## src/source/cache_pkg.sv

```systemverilog
package cache_pkg;

  // Address and data widths
  localparam int ADDR_WIDTH   = 32;
  localparam int WORD_WIDTH   = 32;
  localparam int BLOCK_WIDTH  = 64;  // Two words per line
  localparam int OFFSET_WIDTH = 3;

  // Offset bit that picks the word inside a block
  localparam int WORD_SEL_BIT = 2;

  // Fixed at four because the age encoding relies on it
  localparam int NUM_WAYS = 4;

  typedef logic [ADDR_WIDTH-1:0]  addr_t;
  typedef logic [WORD_WIDTH-1:0]  word_t;
  typedef logic [BLOCK_WIDTH-1:0] block_t;
  typedef logic [1:0]             way_t;

  // 0 is most recent, 3 is least recent
  typedef logic [1:0]             age_t;

  // Miss handling sequence of the controller
  typedef enum logic [2:0] {
    IDLE,        // Serves hits, detects misses
    VICTIM,      // Victim known, dirty check
    WRITE_BACK,  // Dirty line out to memory
    FETCH,       // Block read request
    FETCH_WAIT,  // Memory read latency
    REFILL       // Line written from mq
  } cache_state_e;

endpackage

```

## src/source/cache_lru.sv

```systemverilog
`timescale 1ns/1ps

module cache_lru #(
  parameter int INDEX_WIDTH = 4
) (
  input  logic                           clk,
  input  logic                           reset_n,
  input  cache_pkg::addr_t               address,
  input  logic [cache_pkg::NUM_WAYS-1:0] valid_bits,
  input  cache_pkg::way_t                hit_way,
  input  cache_pkg::way_t                victim_sel,
  input  logic                           touch,
  input  logic                           fill,
  output cache_pkg::way_t                victim_way
);
  import cache_pkg::*;

  localparam int NUM_SETS = 1 << INDEX_WIDTH;

  // Starting order per set, a permutation of 0..3
  localparam age_t INIT_AGE [NUM_WAYS] = '{2'd0, 2'd1, 2'd3, 2'd2};

  age_t                    ages [NUM_SETS][NUM_WAYS];
  logic [INDEX_WIDTH-1:0]  index;
  logic                    upd;
  way_t                    upd_way;
  age_t                    upd_age;

  assign index   = address[OFFSET_WIDTH +: INDEX_WIDTH];
  assign upd     = touch | fill;
  assign upd_way = fill ? victim_sel : hit_way;
  assign upd_age = ages[index][upd_way];

  // Lowest invalid way wins, otherwise the oldest
  always_comb begin
    victim_way = '0;
    for (int w = NUM_WAYS - 1; w >= 0; w--) begin
      if (ages[index][w] == 2'd3) begin
        victim_way = way_t'(w);
      end
    end
    for (int w = NUM_WAYS - 1; w >= 0; w--) begin
      if (!valid_bits[w]) begin
        victim_way = way_t'(w);
      end
    end
  end

  always_ff @(posedge clk or negedge reset_n) begin
    if (!reset_n) begin
      for (int s = 0; s < NUM_SETS; s++) begin
        for (int w = 0; w < NUM_WAYS; w++) begin
          ages[s][w] <= INIT_AGE[w];
        end
      end
    end else if (upd) begin
      for (int w = 0; w < NUM_WAYS; w++) begin
        if (way_t'(w) == upd_way) begin
          ages[index][w] <= 2'd0;  // Now most recent
        end else if (ages[index][w] <= upd_age) begin
          ages[index][w] <= ages[index][w] + 2'd1;
        end
      end
    end
  end

endmodule

```

## config.mk

```make
export PLATFORM = sky130hd
export DESIGN_NAME = cache_lru
export DESIGN_NICKNAME = d
export VERILOG_FILES = /design/src/source/cache_pkg.sv /design/src/source/cache_lru.sv
export SDC_FILE = /design/constraint.sdc
export NUM_CORES = 1
export LEC_CHECK = 0
export BUFFER_PORTS_ARGS = -buffer_cell sky130_fd_sc_hd__buf_2
export CORE_ASPECT_RATIO = 0.8
export CORE_UTILIZATION = 55
export CTS_CLUSTER_SIZE = 25
export DETAILED_ROUTE_END_ITERATION = 12
export GPL_ROUTABILITY_DRIVEN = 0
export PLACE_DENSITY = 0.81
export SLEW_MARGIN = 30
export SYNTH_ARGS = -nofsm -noshare
export SYNTH_HDL_FRONTEND = slang
export SYNTH_SLANG_ARGS = --single-unit
```

## constraint.sdc

```tcl
create_clock -name clk -period 4.15 [get_ports clk]
set_input_delay 0.6225 -clock clk [delete_from_list [all_inputs] [get_ports clk]]
set_output_delay 0.6225 -clock clk [all_outputs]
set_load 0.005 [all_outputs]
```

== Yosys cells after proc, flatten, opt, wreduce, memory -nomap -nowiden ==
Cells that the tools add are included.
Cells by class
  add/sub/neg operators: 4
  order comparisons: 7
  equality and inequality tests: 7
  muxes and demuxes: 38
  bitwise gates (word level): 11
  reductions and logical operators: 2
Operators by type and width (count)
  128-bit 2-to-1 mux: 11
  128-bit AND: 4
  128-bit bitwise mux: 4
  128-bit NOT: 4
  8-bit demux with 4-bit select: 4
  8-bit binary-select mux with 4-bit select: 1
  2-bit 2-to-1 mux: 12
  8-bit 2-to-1 mux: 3
  2-bit by 1-bit adder with 2-bit output, second input constant: 4
  2-bit equality test, second input constant: 4
  2-bit less-or-equal comparator: 4
  6-bit 2-to-1 mux: 1
  5-bit greater-or-equal comparator, second input constant: 1
  5-bit by 1-bit < comparator with 1-bit output, second input constant: 1
  4-bit NOT with 5-bit output: 1
  2-bit binary-select mux with 2-bit select: 1
  2-bit equality test, first input constant: 2
  4-bit 2-to-1 mux: 1
  3-bit greater-or-equal comparator, second input constant: 1
  2-bit NOT with 3-bit output: 1
  1-bit by 2-bit equality test with 1-bit output, first input constant: 1
  2-bit logical NOT: 1
  1-bit logical AND: 1
  1-bit OR: 1
Storage, ports and cells
  register bits after elaboration: 128
  input bits: 44
  word-level logic and storage cells: 133

== Depth between registers and ports, before layout ==
  depth after elaboration: 22
  gate-level depth with buffers: 14

== Worst setup path before layout ==
No wires, ideal clock.
  path type: input to register
  start: input address[3]
  end: register ages[120] (netlist bit)
  setup time: 0.127 ns
  data arrival time: 3.677 ns
  slack: 0.346 ns
  stages on the path: 14
  path buffers: 3
  path through: buf_6 buf_6 mux4_2 a22oi_1 nand2_1 a22o_1 a221oi_2 ha_1 nor2b_1 o21ai_0 o22a_1 buf_2 nand2_1 mux2_1
On the way
  word-level cells in the longest chain between the ends: 22
Ends and longest elaborated chain
  start: declaration: line cache_lru.sv:8  | input cache_pkg::addr_t address,
  4-bit NOT with 5-bit output (not written as such) *
  8-bit binary-select mux with 4-bit select: line cache_lru.sv:32, cache_lru.sv:60, cache_lru.sv:61
  8-bit 2-to-1 mux (not written as such) (2 in series): line cache_lru.sv:60, cache_lru.sv:61
  2-bit binary-select mux with 2-bit select: line cache_lru.sv:32  | assign upd_age = ages[index][upd_way];
  2-bit 2-to-1 mux (not written as such) (2 in series): line cache_lru.sv:32
  2-bit less-or-equal comparator: line cache_lru.sv:60  | end else if (ages[index][w] <= upd_age) begin
  128-bit 2-to-1 mux: line cache_lru.sv:60
  128-bit 2-to-1 mux: line cache_lru.sv:58  | if (way_t'(w) == upd_way) begin
  [... 4 more ...]
  128-bit 2-to-1 mux: line cache_lru.sv:56  | end else if (upd) begin
  128-bit bitwise mux: line cache_lru.sv:61  | ages[index][w] <= ages[index][w] + 2'd1;
  128-bit 2-to-1 mux: line cache_lru.sv:60
  128-bit 2-to-1 mux: line cache_lru.sv:58
  128-bit 2-to-1 mux: line cache_lru.sv:56
  128-bit bitwise mux: line cache_lru.sv:61
  128-bit 2-to-1 mux: line cache_lru.sv:60
  128-bit 2-to-1 mux *: line cache_lru.sv:58
  end signal: indexed assignment: line cache_lru.sv:53  | ages[s][w] <= INIT_AGE[w];
  end signal: indexed assignment: line cache_lru.sv:61
  end: declaration: line cache_lru.sv:23  | age_t ages [NUM_SETS][NUM_WAYS];
Every way passes the cells marked *; elsewhere a longest branch is shown, timed or not. The select of a mux whose other input is x is not followed.
A chain may end at the register's enable or synchronous reset.

== Worst setup path in the final report ==
  start: input address[3]
  end: register ages[125] (netlist bit)
Same word-level chain as after synthesis.

==> flow_summary.ini <==
[run_status]
run_status = complete, but fails checks
violations = design-rule violations

[layout]
regArea_um2 = 3283
final_cell_mix = nand2_1, mux2_2, dfrtp_1, dfstp_2, mux2_1
layout.nets = 601
multi_input_area_um2 = 3252
fillCellCount = 818
layout_commonest_cell = nand2_1
num_antenna_cells = 0
largest_register_ffs = 128
areaGrowthSynthToFinish_pct = 17.27
drive_above_1_share = 0.4588
largest_register = ages
top_regs = ages: 128 flops

[logic_synthesis]
synth_edf_count = 0
yosys_warnings = 0
syn_avg_cell_area_um2 = 13.39
syn_inst = 500
ys.flop_type = dfstp_2
synth_top_cell_area_share = 0.2512
ys_ff_latch = 128
syn-num-nets = 556
synth_seq_area_share = 0.4904
synthDistinctLibCells = 38
synth_area_um2 = 6695
yosysTopAreaCell = dfstp_2
ys_top_cells_by_area = dfstp_2, dfrtp_1, mux2_2
synthArstFlopShare = 1.000

[setup_path]
cp_slowest_cell = mux4_2
r2r_cells = 12
crit_path_max_incr_delay_ns = 0.53
r2r-end = ages[125]$_DFFE_PN0P_
startpoint = address[3]
crit_chain = clkbuf_4 -> buf_12 -> buf_4 -> mux4_2 -> a22oi_1 -> nand2_1 -> a22o_1 -> a221oi_4 -> ha_1 -> nor2b_1 -> a2bb2oi_1 -> a21oi_2 -> buf_12 -> nand2_1 -> mux2_2
crit_buf_inv = 4
crit_type = input pin to flop
r2r-start = ages[111]$_DFFE_PN0P_
endpoint = ages[125]$_DFFE_PN0P_
path_depth = 15
ff2ff_setup_slack_ns = 0.54
worstPathArrival_ns = 4.28
path_max_fanout = 16
critPathTopFamily = compound AO/OA/AOI/OAI gates
cp-start-kind = input pin
cp.required_ns = 4.45
crit_path_end_kind = flop

[clocking]
clk_transition_reported_paths_ns = 0.05
cts_root_buf = clkbuf_16
clk_latency_ns = 0.42
cts_max_level = 4
clockBufferDepth = 2
cts_resized = 0
cts_tree = built
cts_hold_buf = 0
postCtsSetupRepairBufs = 0
numCtsBuffers = 17
cts.sinks = 128

[detailed_routing]
dr.pass1.iters = 9
wl_per_cell_um = 23.16
vias = 4461
route.detailed.vias_per_inst = 6.319
drc_errors = 3
routed_wl_um = 16350
ant_nets = 0
drt_iter0_drc = 398

[timing]
hold_ws_ns = 0.2704
setup-violations-final = 0
worst_pin_slew_ns = 0.9409
fin_crit_sh = 0.9593
period_needed_ns = 3.981
grt_setup_unrepaired = no
hold_violations = 0
slew_viol_final = 0
relSlewSlack = 0.3679
fin_worst_skew_ns = 0.01344
fmax_mhz = 251.2

[power]
powerDensity_nw_per_um2 = 777.8
power.total_mw = 6.107
p_leak_nw = 3.439
ir_drop_mv = 0.3712

[die]
rows = 35
initial_core_util = 0.5726
die_area_um2 = 12620
io_pins = 46
core_um2 = 11690
die_x_um = 125.4
die-height_um = 100.7

[grt]
grt_pass1_wl_um = 26250
antenna_found_initial = 0
grtUsageTotal = 0.2866
grt_max_degree = 61
gr-total-overflow = 0
grt_pass1_vias = 4769

[job]
cap_viol_max_count = 0

[place]
dp_hpwl_um = 11080
portBuffers = 17

[hold_path]
hold_class = input pin to asynchronous set/reset pin
[worst min path at each step]
stage	slack, ns	end	cells after the start
after floorplan	0.33	ages[0]$_DFFE_PN0P_	0
after global placement	0.47	ages[62]$_DFFE_PN0P_	1
after detailed placement	0.48	ages[8]$_DFFE_PN0P_	1
after CTS	0.29	ages[30]$_DFFE_PN0P_	1
after global routing	0.33	ages[30]$_DFFE_PN0P_	1
final	0.27	ages[21]$_DFFE_PN0P_	1
[kinds of logic (layout without fill, tap and decap cells)]
logic type                 Yosys count  count (layout)  synth area share
AOI/OAI and AO/OA                   33              33           0.03868
DFF                                128             128            0.4904
muxes                              164             164            0.3343
buffers and inverters               35              93           0.02803
adders and majority gates           12              12           0.02243
and+or+nand+nor                    128             128           0.08615
[cells in the mapped netlist, types with 9 or more instances]
master,instances
a22oi_1,16
buf_2,9
clkbuf_1,11
dfrtp_1,64
dfstp_2,64
ha_1,12
mux2_1,63
mux2_2,67
mux4_1,9
mux4_2,23
nand2_1,84
nor2_1,15
[power breakdown]
group	switching (mW)	leakage (nW)	internal, mW	total, mW
combinational	1.14	1.64	1.16	2.29
sequential	0.289	1.50	1.98	2.27
clock	0.571	0.296	0.974	1.54
[metrics by stage]
stage	instance area [um2]	setup TNS (ns)	std cells	utilization	setup slack, ns
2_1_floorplan	6695	0	500	-	0.3460
3_3_place_gp	7201	-2.094	674	0.6158	-0.1158
3_5_place_dp	7206	-15.73	674	0.6163	-0.2455
4_1_cts	7826	0	706	0.6693	0.08731
5_1_grt	7851	0	706	0.6715	0.05951
6_report	7851	0	706	0.6715	0.1689
[area by class of cell]
cell class	count	area share
multi-input combinational	337	0.4142
clock buffer	21	0.06279
inverter	6	0.002869
sequential	128	0.4182
timing repair buffer	55	0.06215
tap	148	0.02359
clock inverter	11	0.01625
[per-layer routing]
| metal | part of all wire | GRT usage | vias to the layer above |
|---|---|---|---|
| met5 | 0 | 0 | - |
| met4 | 0.021 | 0.1173 | 0 |
| met3 | 0.075 | 0.08068 | 40 |
| met2 | 0.50 | 0.4835 | 187 |
| met1 | 0.40 | 0.3530 | 2302 |
| li1 | - | - | 1932 |
No activity file was read; power rests on OpenSTA's default activity.
