==> config.mk <==
export PLATFORM = sky130hd
export DESIGN_NAME = cache_ctrl
export DESIGN_NICKNAME = d
export VERILOG_FILES = /design/src/source/cache_pkg.sv /design/src/source/cache_ctrl.sv
export SDC_FILE = /design/constraint.sdc
export NUM_CORES = 1
export LEC_CHECK = 0
export BUFFER_PORTS_ARGS = -buffer_cell sky130_fd_sc_hd__buf_2
export CORE_AREA = 2 2 204 206
export DETAILED_ROUTE_END_ITERATION = 16
export DIE_AREA = 0 0 206 208
export MAX_ROUTING_LAYER = met4
export SETUP_SLACK_MARGIN = 0.4
export SYNTH_ARGS = -nofsm -noshare
export SYNTH_HDL_FRONTEND = slang
export SYNTH_SLANG_ARGS = --single-unit
==> constraint.sdc <==
create_clock -name clk -period 11.6 [get_ports clk]
set_input_delay 1.74 -clock clk [delete_from_list [all_inputs] [get_ports clk]]
set_output_delay 1.74 -clock clk [all_outputs]
set_load 0.03 [all_outputs]
==> src/source/cache_pkg.sv <==
package cache_pkg;

  // Address and data widths
  localparam int ADDR_WIDTH   = 32;
  localparam int WORD_WIDTH   = 32;
  localparam int BLOCK_WIDTH  = 64;  // Two words per line
  localparam int OFFSET_WIDTH = 3;

  // Offset bit that picks the word inside a block
  localparam int WORD_SEL_BIT = 2;

  // Fixed at four because the age encoding relies on it
  localparam int NUM_WAYS = 4;

  typedef logic [ADDR_WIDTH-1:0]  addr_t;
  typedef logic [WORD_WIDTH-1:0]  word_t;
  typedef logic [BLOCK_WIDTH-1:0] block_t;
  typedef logic [1:0]             way_t;

  // 0 is most recent, 3 is least recent
  typedef logic [1:0]             age_t;

  // Miss handling sequence of the controller
  typedef enum logic [2:0] {
    IDLE,        // Serves hits, detects misses
    VICTIM,      // Victim known, dirty check
    WRITE_BACK,  // Dirty line out to memory
    FETCH,       // Block read request
    FETCH_WAIT,  // Memory read latency
    REFILL       // Line written from mq
  } cache_state_e;

endpackage

==> src/source/cache_ctrl.sv <==
`timescale 1ns/1ps

module cache_ctrl #(
  parameter int INDEX_WIDTH = 4,
  localparam int TAG_WIDTH = cache_pkg::ADDR_WIDTH - INDEX_WIDTH - cache_pkg::OFFSET_WIDTH
) (
  input  logic                  clk,
  input  logic                  reset_n,
  input  cache_pkg::addr_t      address,
  input  cache_pkg::word_t      din,
  input  logic                  rden,
  input  logic                  wren,
  input  logic                  hit,
  input  cache_pkg::way_t       hit_way,
  input  cache_pkg::word_t      rd_word,
  input  cache_pkg::way_t       victim_way,
  input  logic [TAG_WIDTH-1:0]  victim_tag,
  input  logic                  victim_dirty,
  input  cache_pkg::block_t     victim_block,
  input  cache_pkg::block_t     mq,
  output logic                  hit_miss,
  output cache_pkg::word_t      q,
  output logic                  mrden,
  output cache_pkg::addr_t      mrdaddress,
  output logic                  mwren,
  output cache_pkg::addr_t      mwraddress,
  output cache_pkg::block_t     mdout,
  output logic                  word_write,
  output logic                  touch,
  output logic                  fill,
  output cache_pkg::way_t       victim_sel,
  output cache_pkg::block_t     fill_block,
  output cache_pkg::word_t      wr_word
);
  import cache_pkg::*;

  cache_state_e            state;
  logic                    req;
  logic                    idle_hit;
  logic [INDEX_WIDTH-1:0]  index;

  assign req      = rden | wren;
  assign idle_hit = (state == IDLE) && req && hit;
  assign index    = address[OFFSET_WIDTH +: INDEX_WIDTH];

  // Array strobes act on the same edge that registers hit_miss
  assign touch      = idle_hit;
  assign word_write = idle_hit && wren;
  assign wr_word    = din;

  // mq holds the fetched block throughout REFILL
  assign fill       = (state == REFILL);
  assign fill_block = mq;

  always_ff @(posedge clk or negedge reset_n) begin
    if (!reset_n) begin
      state      <= IDLE;
      hit_miss   <= 1'b0;
      mrden      <= 1'b0;
      mwren      <= 1'b0;
      victim_sel <= '0;
    end else begin
      hit_miss <= 1'b0;  // Strobes default low
      mrden    <= 1'b0;
      mwren    <= 1'b0;
      case (state)
        IDLE: begin
          if (idle_hit) begin
            hit_miss <= 1'b1;
          end else if (req) begin
            // Victim taken with the miss so its dirty bit is visible in VICTIM
            victim_sel <= victim_way;
            state      <= VICTIM;
          end
        end
        VICTIM: begin
          state <= victim_dirty ? WRITE_BACK : FETCH;
        end
        WRITE_BACK: begin
          mwren <= 1'b1;
          state <= FETCH;
        end
        FETCH: begin
          mrden <= 1'b1;
          state <= FETCH_WAIT;
        end
        FETCH_WAIT: begin
          state <= REFILL;  // Memory registers the read here
        end
        REFILL: begin
          state <= IDLE;    // Request still held, hit follows
        end
        default: begin
          state <= IDLE;
        end
      endcase
    end
  end

  always_ff @(posedge clk) begin
    if (idle_hit && rden) begin
      q <= rd_word;
    end
    if (state == WRITE_BACK) begin
      mdout      <= victim_block;
      mwraddress <= {victim_tag, index, {OFFSET_WIDTH{1'b0}}};
    end
    if (state == FETCH) begin
      mrdaddress <= {address[ADDR_WIDTH-1:OFFSET_WIDTH], {OFFSET_WIDTH{1'b0}}};
    end
  end

endmodule

# Yosys cells after proc, flatten, opt, wreduce, memory -nomap -nowiden

Index checks and enable logic that the tools add are counted.

Register bits after elaboration: 162
Input port bits: 259
Output and inout bits: 264

Equal/unequal tests: 7
Muxes and demuxes: 8
Bitwise operators: 2
Reduce and logical (&&, ||, !) cells: 7

Operators by type and width:

| kind                                                | count |
|---|---|
| one-hot mux 3 bit (5 select lines)                  | 1 |
| equality test 3 x 2 -> 1 bit, second input constant | 2 |
| equality test 3 bit, second input constant          | 2 |
| two-way mux 3 bit                                   | 2 |
| two-way mux 1 bit                                   | 5 |
| logical AND 1 bit                                   | 4 |
| inequality test 2 bit, second input constant        | 2 |
| equality test 3 x 1 -> 1 bit, second input constant | 1 |
| logical NOT 3 bit                                   | 1 |
| AND reduction 3 bit                                 | 1 |
| AND reduction 2 bit                                 | 1 |
| inverter 1 bit                                      | 1 |
| bitwise OR 1 bit                                    | 1 |

# Depth between registers and ports, before layout

Word-level depth: 5
Mapped depth: 4
Depth with buffers taken out: 3

# Least setup slack after synthesis

OpenSTA, ideal clock, no wires.

Path type: reg2reg
Start: reg state[2]
End: reg mwren
Library setup time: 817 ps
Arrival time: 7288 ps
Required time: 10783 ps
Slack: 3495 ps
Stages on the path, launching flop included: 2
Period minus slack after synthesis: 8105 ps
Cell sequence: dfrtp_1 nor3b_1

Cells in the longest elaborated chain, start to end: 2

Ends and longest elaborated chain:

| item                         | RTL line         | RTL |
|---|---|---|
| start, declared              | cache_ctrl.sv:37 | `cache_state_e state;` |
| start signal, assigned       | cache_ctrl.sv:77 | `state <= victim_dirty ? WRITE_BACK : FETCH;` |
| equality test 3 x 2 -> 1 bit | cache_ctrl.sv:66 | `case (state)` |
| two-way mux 1 bit            | cache_ctrl.sv:66 |  |
| end signal, assigned         | cache_ctrl.sv:60 | `mwren <= 1'b0;` |
| end signal, assigned         | cache_ctrl.sv:65 | `mwren <= 1'b0;` |
| end signal, assigned         | cache_ctrl.sv:80 | `mwren <= 1'b1;` |
| end, declared                | cache_ctrl.sv:25 | `output logic mwren,` |

Every way passes these cells.
A chain may end at the register's enable or synchronous reset.

# Final worst setup path

Start: in rden
End: out touch

Cells in the longest elaborated chain, start to end: 3

Ends and longest elaborated chain:

| item                           | RTL line         | RTL |
|---|---|---|
| start, declared                | cache_ctrl.sv:11 | `input logic rden,` |
| bitwise OR 1 bit               | cache_ctrl.sv:42 | `assign req = rden \| wren;` |
| logical AND 1 bit (2 in a row) | cache_ctrl.sv:43 | `assign idle_hit = (state == IDLE) && req && hit;` |
| end, declared                  | cache_ctrl.sv:29 | `output logic touch,` |

Every way passes these cells.

==> flow_summary.json <==
{
  "cp.required_ns": 9.86,
  "synthTopCellsByArea": "edfxtp_1, buf_4, dfrtp_1",
  "grt_pass1_vias": 3230,
  "cts_tree": "done",
  "synth_cell_type_count": 18,
  "critical_path.top_delay_family": "simple AND/OR/NAND/NOR gates",
  "timing.rr.start": "state[1]",
  "route.detailed.drc": 0,
  "via_per_inst": 3.016,
  "synth_area_per_cell_um2": 20.09,
  "grt_max_degree": 68,
  "initialDrtViolationCount": 165,
  "yosysWarnings": 0,
  "fmax_mhz": 240.5,
  "min_from": "victim_sel[1]",
  "critPathBufInv": 2,
  "r2r_cells": 3,
  "crit_type": "primary input to primary output",
  "slew_viol_final": 0,
  "fp-row-count": 74,
  "clk_path_buf_depth": 2,
  "dp_hpwl_um": 12180,
  "p_per_area_nw_per_um2": 247.8,
  "grt_pass1_wl_um": 20660,
  "worst_pin_slew_ns": 0.9280,
  "grt_overflow_total": 0,
  "synth_area_um2": 5786,
  "drt-total-wl_um": 15860,
  "cts.sink_count": 162,
  "hold_depth": 1,
  "first_pass_iters": 4,
  "hp-class": "flip-flop to flip-flop",
  "skew_ns": 0.01418,
  "irDropWorstVdd_v": 0.0001024,
  "finalHoldViolCount": 0,
  "holdBufCountCts": 0,
  "h-tree-depth": 4,
  "synth_top_area_cell": "edfxtp_1",
  "final_cell_area_um2": 7906,
  "initial_core_util_pct": 14.27,
  "power_leakage_uw": 0.003185,
  "cp_cell_sequence": "buf_2, nor2_1, nor2_1, buf_2",
  "synth_top_cell_area_share_pct": 79.93,
  "tns_ns": 0,
  "drive_gt1_share_pct": 65.56,
  "areaGrowthSynthToFinish_pct": 36.66,
  "cts_buffers": 17,
  "slew-limit-headroom_pct": 38.14,
  "drv_cap": 0,
  "path_depth": 4,
  "r2r_setup_slack_ns": 9.32,
  "drtAntennaViolNets": 0,
  "rsz0062_at_grt": "false",
  "portBuffers": 319,
  "root_buffer": "clkbuf_16",
  "end_kind": "primary output",
  "status": "completed",
  "grt_usage_pct": 7.417,
  "post-cts-setup-buffer-count": 0,
  "placed_cell_area_um2": 7307,
  "period_needed_ns": 4.159,
  "antenna_found_initial": 2,
  "ctsResizeCount": 0,
  "routed-via-count": 3248,
  "start_kind": "primary input",
  "synthCells": 288,
  "post_drt_wl_per_cell_um": 14.73,
  "core-area_um2": 40550,
  "setup_viol": 0,
  "clk_pin_slew_ns": 0.07,
  "io_pins": 523,
  "chipWidth_um": 206,
  "synth-seq-cells": 162,
  "fin_crit_sh_pct": 35.85,
  "hold_path_end": "victim_sel[1]",
  "ys_seq_area_share_pct": 83.39,
  "die-height_um": 208,
  "max_stage_delay_ns": 0.30,
  "worstSkewPairLatency_ns": 0.47,
  "routabilityCongestion": 0.7446,
  "worstPathArrival_ns": 2.42,
  "layout.nets": 789,
  "path_max_fanout": 4,
  "cpMaxStageDelayCell": "nor2_1",
  "rr_endpoint": "mdout[61]",
  "dieArea_um2": 42850
}
==> cell type report <==
type / instances / area [um^2]
clock inverters: 14 / 165.2
diodes: 2 / 5.005
flip-flops and latches: 162 / 4825
multi-input cells: 27 / 197.7
clock buffers: 18 / 429.2
repair buffers: 322 / 1619
fillers: 4353 / 32650
well taps: 532 / 665.6
==> layer usage <==
metal | GRT usage (%) | share of wire (%)
met1 | 6.601 | 35
met2 | 11.42 | 49
met3 | 4.292 | 12
met4 | 5.862 | 4.3
met5 | - | 0
==> power by group <==
part           total [uW]  leakage [uW]  internal [uW]  switching, uW
clock network         576      0.000285            323            253
logic                 521       0.00138            121            400
registers             863       0.00152            817           45.7
total                1960       0.00319           1260            699
==> cell families (layout without fill, tap and decap cells) <==
logic type	after synthesis	in the layout	share of synthesized area, %
AND/OR/NAND/NOR	15	15	1.882
AO/OA/AOI/OAI	2	2	0.3244
XOR/XNOR	1	1	0.1514
flip-flops	162	162	83.39
multiplexers	3	3	0.5623
other	1	8	0.06482
buffers and inverters	104	354	13.62
==> sequential cells by signal, indices dropped and copies added (netlist names) <==
| signal | count |
|---|---|
| mdout | 64 |
| victim_sel | 2 |
| hit_miss | 1 |
| state | 3 |
| mwraddress | 29 |
| mwren | 1 |
| mrden | 1 |
| q | 32 |
| mrdaddress | 29 |
==> layout by cell type, fill, tap and decap left out, types with 2 or more instances in the layout <==
cell type   Yosys  layout
bufinv_16       0       2
buf_2           0     319
diode_2         0       2
clkinvlp_4      0       2
buf_4         102       3
edfxtp_1      154     154
clkinv_4        0       2
clkbuf_16       0      17
inv_6           0       4
nor2_1          5       5
mux2_1          2       2
dfrtp_1         8       8
inv_8           0       3
and3_1          2       2
conb_1          1       6
==> worst max-delay path by stage <==
stage	startpoint	to	slack (ns)
after floorplan	state[2]	mwren	3.49
after global placement	rden	touch	7.44
after detailed placement	rden	touch	7.43
after CTS	rden	touch	7.43
after global routing	rden	touch	7.37
final	rden	touch	7.44
==> per-stage QoR <==
stage | total power (uW) | instances | worst slack (ns) | util (%) | hold slack [ns]
CTS | 2000 | 1075 | 7.427 | 19.48 | 0.4861
detailed placement | 1411 | 1043 | 7.425 | 18.02 | 0.4706
finish | 1959 | 1077 | 7.441 | 19.50 | 0.4798
global route | 2049 | 1077 | 7.373 | 19.50 | 0.4915
floorplan | 1305 | 293 | 3.495 | - | 0.5366
global placement | 1401 | 1043 | 7.436 | 18.02 | 0.4741
==> synth_stat cells <==
cell	n
mux2_1	2
and3_1	2
nor3b_4	1
or2_1	1
nor3b_1	2
nor2_1	5
and3b_1	2
xnor2_1	1
o32ai_1	1
mux2i_1	1
dfrtp_1	8
buf_6	2
nand2_1	1
buf_4	102
conb_1	1
edfxtp_1	154
nor3_4	1
o21ba_1	1
Power figures use the tool's default switching activity.
